**src/subway_macros.svh**
```systemverilog
`ifndef SUBWAY_MACROS_SVH
`define SUBWAY_MACROS_SVH

// ##########################################################################
// track geometry
// ##########################################################################

// lanes across the track
`define SUBWAY_LANES 4

// columns per frame
`define SUBWAY_COLS 64

// columns between checkpoints
`define SUBWAY_SEG_LEN 8

// moves per burst, one per column step
`define SUBWAY_NUM_MOVES 63
`define SUBWAY_NUM_CKPT 7

`endif
```
**src/subway_pkg.sv**
```systemverilog
`include "subway_macros.svh"

package subway_pkg;

    typedef enum logic [1:0] {
        CELL_ROAD  = 2'd0,
        CELL_LOW   = 2'd1,
        CELL_HIGH  = 2'd2,
        CELL_TRAIN = 2'd3
    } cell_t;

    typedef enum logic [1:0] {
        MV_FWD   = 2'd0,
        MV_RIGHT = 2'd1,
        MV_LEFT  = 2'd2,
        MV_JUMP  = 2'd3
    } move_t;

    typedef logic [1:0] lane_t;
    typedef logic [5:0] step_t;

    // one column, indexed by lane
    typedef cell_t [`SUBWAY_LANES-1:0] column_t;
    typedef column_t [`SUBWAY_COLS-1:0] map_t;

    typedef struct packed {
        lane_t                             start;
        lane_t [`SUBWAY_NUM_CKPT-1:0] target;
    } route_t;

    typedef enum logic {PL_IDLE, PL_RUN} plan_state_t;
    typedef enum logic {ST_IDLE, ST_OUT} stream_state_t;

endpackage

```
**src/subway_top.sv**
```systemverilog
`timescale 1ns/1ps

module subway_top (
    input  logic              clk,
    input  logic              rst_n,
    input  logic              in_valid,
    input  subway_pkg::lane_t init,
    input  subway_pkg::cell_t in0,
    input  subway_pkg::cell_t in1,
    input  subway_pkg::cell_t in2,
    input  subway_pkg::cell_t in3,
    output logic              out_valid,
    output subway_pkg::move_t out
);

    subway_pkg::map_t   map;
    subway_pkg::lane_t  start_lane;
    subway_pkg::route_t route;
    logic               map_done;
    logic               route_done;

    map_loader u_loader (
        .clk        (clk),
        .rst_n      (rst_n),
        .in_valid   (in_valid),
        .init       (init),
        .in0        (in0),
        .in1        (in1),
        .in2        (in2),
        .in3        (in3),
        .map        (map),
        .start_lane (start_lane),
        .map_done   (map_done)
    );

    route_planner u_planner (
        .clk        (clk),
        .rst_n      (rst_n),
        .map        (map),
        .start_lane (start_lane),
        .map_done   (map_done),
        .route      (route),
        .route_done (route_done)
    );

    // streamer reads the map too, for jumps
    move_streamer u_streamer (
        .clk        (clk),
        .rst_n      (rst_n),
        .map        (map),
        .route      (route),
        .route_done (route_done),
        .out_valid  (out_valid),
        .out        (out)
    );

endmodule

```
**src/move_streamer.sv**
```systemverilog
`timescale 1ns/1ps
`include "subway_macros.svh"

module move_streamer (
    input  logic               clk,
    input  logic               rst_n,
    input  subway_pkg::map_t   map,
    input  subway_pkg::route_t route,
    input  logic               route_done,
    output logic               out_valid,
    output subway_pkg::move_t  out
);

    subway_pkg::stream_state_t state;
    subway_pkg::step_t         step;
    subway_pkg::step_t         nxt_col;
    subway_pkg::lane_t         lane;
    subway_pkg::lane_t         lane_nxt;
    subway_pkg::lane_t         tgt;
    subway_pkg::move_t         mv;
    logic [2:0]                off;
    logic [2:0]                seg;
    logic [2:0]                seg_idx;
    logic                      seg_ok;
    logic                      chg_slot;
    logic                      jmp_slot;

    // ##########################################################################
    // move decision for step m, column m to m+1
    // ##########################################################################
    assign off     = step[2:0];
    assign seg     = step[5:3];
    assign seg_ok  = seg < 3'(`SUBWAY_NUM_CKPT);
    assign seg_idx = seg_ok ? seg : 3'd0;
    assign tgt     = route.target[seg_idx];
    assign nxt_col = step + subway_pkg::step_t'(1);

    assign chg_slot = (off == 3'd4) || (off == 3'd6) || (off == 3'd7);
    assign jmp_slot = (off == 3'd1) || (off == 3'd3) || (off == 3'd5);

    always_comb begin
        mv       = subway_pkg::MV_FWD;
        lane_nxt = lane;
        if (chg_slot && seg_ok && (lane != tgt)) begin
            // one lane per slot toward the segment target
            if (tgt > lane) begin
                mv       = subway_pkg::MV_RIGHT;
                lane_nxt = lane + subway_pkg::lane_t'(1);
            end else begin
                mv       = subway_pkg::MV_LEFT;
                lane_nxt = lane - subway_pkg::lane_t'(1);
            end
        end else if (jmp_slot && (map[nxt_col][lane] == subway_pkg::CELL_LOW)) begin
            mv = subway_pkg::MV_JUMP;
        end
    end

    // ##########################################################################
    // burst control
    // ##########################################################################
    always_ff @(posedge clk or negedge rst_n) begin
        if (!rst_n) begin
            state <= subway_pkg::ST_IDLE;
            step  <= '0;
            lane  <= '0;
        end else begin
            case (state)
                subway_pkg::ST_IDLE: begin
                    if (route_done) begin
                        state <= subway_pkg::ST_OUT;
                        step  <= '0;
                        lane  <= route.start;
                    end
                end
                subway_pkg::ST_OUT: begin
                    lane <= lane_nxt;
                    step <= step + subway_pkg::step_t'(1);
                    if (step == subway_pkg::step_t'(`SUBWAY_NUM_MOVES - 1))
                        state <= subway_pkg::ST_IDLE;
                end
            endcase
        end
    end

    assign out_valid = (state == subway_pkg::ST_OUT);
    assign out       = out_valid ? mv : subway_pkg::MV_FWD;

endmodule

```
**src/route_planner.sv**
```systemverilog
`timescale 1ns/1ps
`include "subway_macros.svh"

module route_planner (
    input  logic               clk,
    input  logic               rst_n,
    input  subway_pkg::map_t   map,
    input  subway_pkg::lane_t  start_lane,
    input  logic               map_done,
    output subway_pkg::route_t route,
    output logic               route_done
);

    subway_pkg::plan_state_t state;
    logic [2:0]              ck_cnt;
    logic [2:0]              ck_idx;
    logic                    ck_first;
    logic                    ck_active;
    subway_pkg::step_t       ck_col;
    subway_pkg::lane_t       free_lane;

    // checkpoint 0 is handled in the map_done cycle itself
    assign ck_first  = (state == subway_pkg::PL_IDLE) && map_done;
    assign ck_active = ck_first || (state == subway_pkg::PL_RUN);
    assign ck_idx    = (state == subway_pkg::PL_RUN) ? ck_cnt : 3'd0;
    assign ck_col    = subway_pkg::step_t'((ck_idx + 1) * `SUBWAY_SEG_LEN);

    // lowest road lane wins, lane 3 when the column is fully blocked
    always_comb begin
        free_lane = subway_pkg::lane_t'(`SUBWAY_LANES - 1);
        for (int l = `SUBWAY_LANES - 1; l >= 0; l--) begin
            if (map[ck_col][l] == subway_pkg::CELL_ROAD)
                free_lane = subway_pkg::lane_t'(l);
        end
    end

    always_ff @(posedge clk or negedge rst_n) begin
        if (!rst_n) begin
            state      <= subway_pkg::PL_IDLE;
            ck_cnt     <= '0;
            route_done <= 1'b0;
        end else begin
            route_done <= 1'b0;
            case (state)
                subway_pkg::PL_IDLE: begin
                    if (map_done) begin
                        state  <= subway_pkg::PL_RUN;
                        ck_cnt <= 3'd1;
                    end
                end
                subway_pkg::PL_RUN: begin
                    if (ck_cnt == 3'(`SUBWAY_NUM_CKPT - 1)) begin
                        state      <= subway_pkg::PL_IDLE;
                        route_done <= 1'b1;
                    end else begin
                        ck_cnt <= ck_cnt + 3'd1;
                    end
                end
            endcase
        end
    end

    always_ff @(posedge clk) begin
        if (ck_first)
            route.start <= start_lane;
        if (ck_active)
            route.target[ck_idx] <= free_lane;
    end

endmodule

```
**src/map_loader.sv**
```systemverilog
`timescale 1ns/1ps
`include "subway_macros.svh"

module map_loader (
    input  logic              clk,
    input  logic              rst_n,
    input  logic              in_valid,
    input  subway_pkg::lane_t init,
    input  subway_pkg::cell_t in0,
    input  subway_pkg::cell_t in1,
    input  subway_pkg::cell_t in2,
    input  subway_pkg::cell_t in3,
    output subway_pkg::map_t  map,
    output subway_pkg::lane_t start_lane,
    output logic              map_done
);

    subway_pkg::step_t   col_cnt;
    subway_pkg::column_t col_in;
    logic                last_col;

    always_comb begin
        col_in[0] = in0;
        col_in[1] = in1;
        col_in[2] = in2;
        col_in[3] = in3;
    end

    // last_col marks that column 63 went in, map_done once in_valid drops
    always_ff @(posedge clk or negedge rst_n) begin
        if (!rst_n) begin
            col_cnt  <= '0;
            last_col <= 1'b0;
            map_done <= 1'b0;
        end else begin
            col_cnt  <= in_valid ? col_cnt + subway_pkg::step_t'(1) : '0;
            last_col <= in_valid && (col_cnt == subway_pkg::step_t'(`SUBWAY_COLS - 1));
            map_done <= last_col && !in_valid;
        end
    end

    always_ff @(posedge clk) begin
        if (in_valid) begin
            map[col_cnt] <= col_in;
            // start lane comes with the first column only
            if (col_cnt == '0)
                start_lane <= init;
        end
    end

endmodule

```
**config.mk**
```make
export PLATFORM = sky130hd
export DESIGN_NAME = subway_top
export DESIGN_NICKNAME = d
export VERILOG_FILES = /design/src/subway_pkg.sv /design/src/subway_top.sv /design/src/move_streamer.sv /design/src/route_planner.sv /design/src/map_loader.sv
export VERILOG_INCLUDE_DIRS = /design/src /design/src/src
export SDC_FILE = /design/constraint.sdc
export NUM_CORES = 1
export LEC_CHECK = 0
export CAP_MARGIN = 20
export CORE_MARGIN = 4
export CORE_UTILIZATION = 50
export DETAILED_ROUTE_END_ITERATION = 8
export DONT_BUFFER_PORTS = 1
export PLACE_DENSITY_LB_ADDON = 0.05
export SLEW_MARGIN = 20
export SYNTH_ARGS = -nofsm -noshare
export SYNTH_HDL_FRONTEND = slang
export SYNTH_SLANG_ARGS = --single-unit
```
**constraint.sdc**
```tcl
create_clock -name clk -period 5.85 [get_ports clk]
set_clock_uncertainty 0.15 [all_clocks]
set_input_delay 0.585 -clock clk [delete_from_list [all_inputs] [get_ports clk]]
set_output_delay 0.585 -clock clk [all_outputs]
set_load 0.1 [all_outputs]
```
## Yosys cells after proc, flatten, opt, wreduce, memory -nomap -nowiden

Cells that the tools add are included.

- Word-level logic and storage cells: 369
- Input port bits: 13
- Bits in registers: 552

- Equal/unequal tests: 15
- Add/sub/neg operators: 6
- Multiplexer cells: 41
- $lt $le $gt $ge: 10
- Bitwise operators: 2
- Reduce and logical (&&, ||, !) cells: 21

Operators with widths:

| kind | number |
|---|---|
| $bwmux W512 | 1 |
| $bmux W8 S6 | 1 |
| $demux W8 S6 | 1 |
| $bmux W8 S3 | 1 |
| $mux W2 | 12 |
| $lt A6 B7 Y1 const B | 3 |
| $mux W6 | 3 |
| $mux W8 | 2 |
| $eq A3 B3 Y1 const B | 5 |
| $bwmux W14 | 1 |
| $add A6 B1 Y6 const B | 2 |
| $eq A6 B6 Y1 const B | 2 |
| $mux W3 | 4 |
| $pmux W6 S2 | 1 |
| $logic_and A1 B1 Y1 | 8 |
| $lt A3 B4 Y1 const B | 2 |
| $ne A2 B2 Y1 const B | 4 |
| $mux W1 | 7 |
| $add A3 B1 Y3 const B | 2 |
| $bmux W2 S3 | 1 |
| $demux W2 S3 | 1 |
| $ge A6 B1 Y1 const B | 1 |
| $logic_not A2 Y1 | 3 |
| $logic_not A6 Y1 | 1 |
| 18 further kinds | 26 |

## Depth between registers and ports, before layout

- Depth in word-level cells: 10
- Depth in mapped cells: 14
- Mapped depth without buffers: 12

## By module

From an unflattened synthesis, not the netlist that was laid out.

- Cells, all modules: 1414
- Area total of the unflattened synthesis: 21879.7 um^2

By module, submodules not included:

| module | area each (um^2) | cells an instance | sequential area each (um^2) | times used |
|---|---|---|---|---|
| map_loader | 16271.9 | 635 | 15635.0 | 1 |
| move_streamer | 4300.4 | 656 | 225.2 | 1 |
| route_planner | 1307.5 | 123 | 605.6 | 1 |

## Least setup slack after synthesis

No wires, ideal clock.

- Kind: register to output
- Start: register u_streamer.step[0]
- End: output out[1]
- Stages on the path, launching flop included: 14
- Data required time: 5.115 ns
- Setup slack: -0.062 ns
- Arrival: 5.177 ns
- Cell sequence: dfrtp_1 > buf_6 > inv_1 > buf_2 > buf_1 > ha_1 > and2_1 > clkbuf_1 > o21ai_1 > a41oi_1 > or4_1 > a221oi_1 > a2111oi_2 > o31ai_1

- Cells in the longest elaborated chain, start to end: 10

RTL lines:

| element | line | text |
|---|---|---|
| start: declaration | move_streamer.sv:15 | `subway_pkg::step_t step;` |
| start signal: assignment | move_streamer.sv:77 | `step <= step + subway_pkg::step_t'(1);` |
| $add A6 B1 Y6 | move_streamer.sv:36 | `assign nxt_col = step + subway_pkg::step_t'(1);` |
| $bmux W8 S6 | move_streamer.sv:53 | `end else if (jmp_slot && (map[nxt_col][lane] == subway_pkg::CELL_LOW)) begin` |
| $mux W8 (implied by the code) | move_streamer.sv:53 |  |
| $bmux W2 S2 | move_streamer.sv:53 |  |
| $mux W2 (implied by the code) | move_streamer.sv:53 |  |
| $eq A2 B1 Y1 | move_streamer.sv:53 |  |
| $logic_and A1 B1 Y1 | move_streamer.sv:53 |  |
| $mux W2 | move_streamer.sv:53 |  |
| $mux W2 * | move_streamer.sv:44 | `if (chg_slot && seg_ok && (lane != tgt)) begin` |
| $mux W2 * | move_streamer.sv:86 | `assign out = out_valid ? mv : subway_pkg::MV_FWD;` |
| end: declaration | subway_top.sv:13 | `output subway_pkg::move_t out` |

Every way passes the cells marked *; elsewhere a longest branch is shown, timed or not. The select of a mux whose other input is x is not followed.

## Final worst setup path

- Start: register u_streamer.step[0]
- End: output out[0]

The elaborated chain is that of the path after synthesis.

==> summary.txt <==
Routing
  – Detailed Route Iter0 Violations: 1232
  – # DRC: 0
  – Via count: 12231
  – WL per Instance: around 26 um
  – Routed Antenna Nets: 0
  – Final WL: 53200 um
  – Vias/cell: 5.97
  – First drt pass iteration count: 5

STA
  – Hold WS: 0.0446 ns
  – TNS Setup: 0 ns
  – Fmax: 184 MHz
  – Worst-Margin Slew: about 1.1 ns
  – Final worst path period need: 5.43 ns
  – Count of final setup violators: 0
  – Final Hold Fails: 0
  – Slew headroom: 22.8%
  – Final count of pins violating max slew: 0
  – RSZ-0062 raised after global routing: no
  – Period utilization: between 90 and 100%

Critical path
  – WS Path Type: reg2out
  – R2r startpoint: u_planner.state
  – Crit-path max FO: 23
  – Slowest-stage cell, CP: o31ai_1
  – Worst path cell trace: ha_1 -> ha_2 -> buf_4 -> nor4bb_1 -> nor4_1 -> o32ai_1 -> o41a_1 -> o21a_1 -> o31ai_1 -> o32ai_4 -> buf_12
  – R2R setup slack: 2.19 ns
  – Critical Path Source Type: flop
  – Crit path arrival time: 4.69 ns
  – Worst path bufs/invs: 2
  – Reg-to-Reg End: u_planner.route[13]
  – Cell family with most CP delay: compound AO/OA/AOI/OAI gates
  – WP data required: 5.12 ns
  – R2R depth: 8
  – Max incr delay on CP: slightly below 0.7 ns
  – CP Capture Type: output port

Logic synthesis
  – Ys flop type: edfxtp_1
  – Unique masters post-synth: 67
  – Commonest cells in the netlist: edfxtp_1, inv_1, nor2_1
  – Synth Register Bits: 552
  – Synth top area cells: edfxtp_1, dfrtp_1, inv_1
  – Syn Inst Count: ~1400
  – Sequential area share after synthesis: ~76%
  – Largest area contributor in the netlist: edfxtp_1
  – Multiplexer area fraction after synthesis: 1.00%
  – Main combinational cell family by area after synthesis: simple AND/OR/NAND/NOR gates
  – Simple-gate share of the synthesized area: 10.0%
  – Post-synth top area share: 73.6%
  – Adder and majority gate portion of the synthesized area: less than 1%
  – Top-count cell post-synth: edfxtp_1
  – Post-Synth XOR/XNOR Area: less than 1%
  – Synth Area in Compound Gates: 8.43%
  – EDFF count, synth: 530
  – Syn. warnings: 0
  – Syn avg cell area: 15.4 um2
  – Mapped Area: 21600 um2
  – Synth async-reset ratio: 3.99%
  – Synthesized net count: 1427

Global route
  – Global route total overflow: 0
  – Wire length of the first global-routing pass: 79600 um
  – Number of global-route vias before repair: 11779
  – Largest net degree at the start of global routing: 176
  – Initial antenna violation count: 0
  – Tot GR Track Use: 22.9%

Placement
  – Post-DP HPWL: 32300 um
  – Placement Cell Area: ~22000 um2
  – Port bufs: 0
  – Gpl congestion: 0.866

Worst hold path
  – WHS Path Cells: 1
  – Hold Path End: u_loader.col_cnt[0]
  – HP Class: in2reg
  – Hold Startpoint: in_valid

Clock network
  – Clk root buf: clkbuf_16
  – Clock tree buffer depth: 3
  – Reg clk slew, reported paths: 0.06 ns
  – H-tree levels: 2
  – TritonCTS clock tree: done
  – Total clock sinks: 552
  – CTS buffer count: 56
  – Clock Latency Late Sink: between 0.6 and 0.7 ns
  – # resized after CTS: 0

Die
  – Full die area: 46600 um2
  – Core Region: 42300 um2
  – Initial core utilization: 51.1%
  – Standard-cell rows: 75
  – # IOs: 16
  – Die Height: 216 um
  – Die width: 216 um

Flow run
  – Max-cap viol count: 0

Final layout
  – Design area: approximately 24000 um2
  – Layout net count: 1459
  – Layout area overhead: 12.0%
  – Share of layout cells above drive strength 1: 8.57%
  – Fill count: 3340
  – Ant diodes: 0

Run status
  – Run status: complete, no violations

Pwr
  – PD cells: 319 nW/um2
  – Maximum VDD drop: 224 uV
  – Lkg Pwr: around 7.8 nW
==> worst reg2reg max path, stage by stage, from the launching register on <==
cell and delay, ns:
dfrtp_1 0.48, nand2_1 0.11, inv_1 0.38, ha_1 0.24
xor2_1 0.58, o311ai_0 0.57, o31ai_1 0.25, o21ai_0 0.16
nor2_1 0.47
==> state kept, by name (all words and copies together) (netlist names), 2 cells and up <==
name and flops:
u_loader.start_lane 2, u_planner.ck_cnt 3, u_loader.col_cnt 6, u_loader.map 512, u_streamer.step 6, u_planner.route 16
u_streamer.lane 2
==> stage by stage <==
step	util, %	std cells	power [mW]	worst slack [ns]
after CTS	57.2	2048	7.79	0.405
after floorplan	-	1401	4.46	0.794
after global placement	52.7	1939	4.47	1.06
after detailed placement	52.7	1939	4.47	1.07
final	57.2	2048	7.73	0.421
after global routing	57.2	2048	7.97	0.216
==> report_power, final <==
group | internal (mW) | leakage (nW) | total, mW | switching [mW]
clock | 1.83 | 0.794 | 3.25 | 1.42
combinational | 0.0282 | 1.90 | 0.126 | 0.0977
sequential | 4.34 | 5.07 | 4.35 | 0.00911
total | 6.20 | 7.76 | 7.73 | 1.53
==> kinds of logic (layout without fill, tap and decap cells) <==
group,count (synthesis),in the layout
flip-flops,552,552
AND/OR/NAND/NOR,404,404
AO/OA/AOI/OAI,242,242
buffers and inverters,164,234
multiplexers,15,15
adder cells (fa/ha/maj),13,13
XOR/XNOR,11,11
==> what timing repair did <==
| action | 4_1_cts | 5_1_grt |
|---|---|---|
| hold endpoints to repair | 542 | 0 |
| endpoints found under the setup margin | 0 | 0 |
| buffers inserted | 0 | 0 |
| hold buffers | 13 | 0 |
==> worst max path at each step <==
stage               slack [ns]     end          startpoint  cells past startpoint
finish                    0.42  out[0]  u_streamer.step[0]                     11
CTS                       0.40  out[0]  u_streamer.step[0]                     11
detailed placement        1.07  out[0]  u_streamer.step[0]                     11
floorplan                 0.79  out[1]  u_streamer.step[0]                     13
global placement          1.06  out[0]  u_streamer.step[0]                     11
global route              0.22  out[0]  u_streamer.step[1]                     11
==> routing by layer <==
metal	vias to the layer above	part of all wire, %	wire length (um)	global-route usage, %
met5	-	0	0	0
met4	0	2.9	1560	7.47
met3	82	6.7	3590	3.66
met2	459	46	24400	35.0
met1	6216	45	23700	34.2
li1	5474	-	-	-
==> final cells by class <==
cell class / count / area, um2 / area share (%)
inverter: 102 / 383 / 1.58
multi-input combinational: 685 / 4520 / 18.6
sequential: 552 / 16500 / 68.0
tap: 577 / 722 / 2.98
timing repair buffer: 36 / 490 / 2.03
clock inverter: 23 / 143 / 0.589
clock buffer: 73 / 1500 / 6.18
==> cell usage in the layout (no fill, tap or decap), types with 22 or more instances in the layout <==
cell / Yosys / layout
clkbuf_16: 0 / 57
edfxtp_1: 530 / 530
inv_1: 102 / 102
nand2_1: 70 / 70
nand2b_1: 46 / 46
nor2_1: 87 / 87
nor2b_1: 39 / 39
nor3_1: 41 / 39
nor3b_1: 47 / 47
o21ai_0: 31 / 31
o22ai_1: 22 / 22
o32ai_1: 35 / 35
No activity file was read; power rests on OpenSTA's default activity.
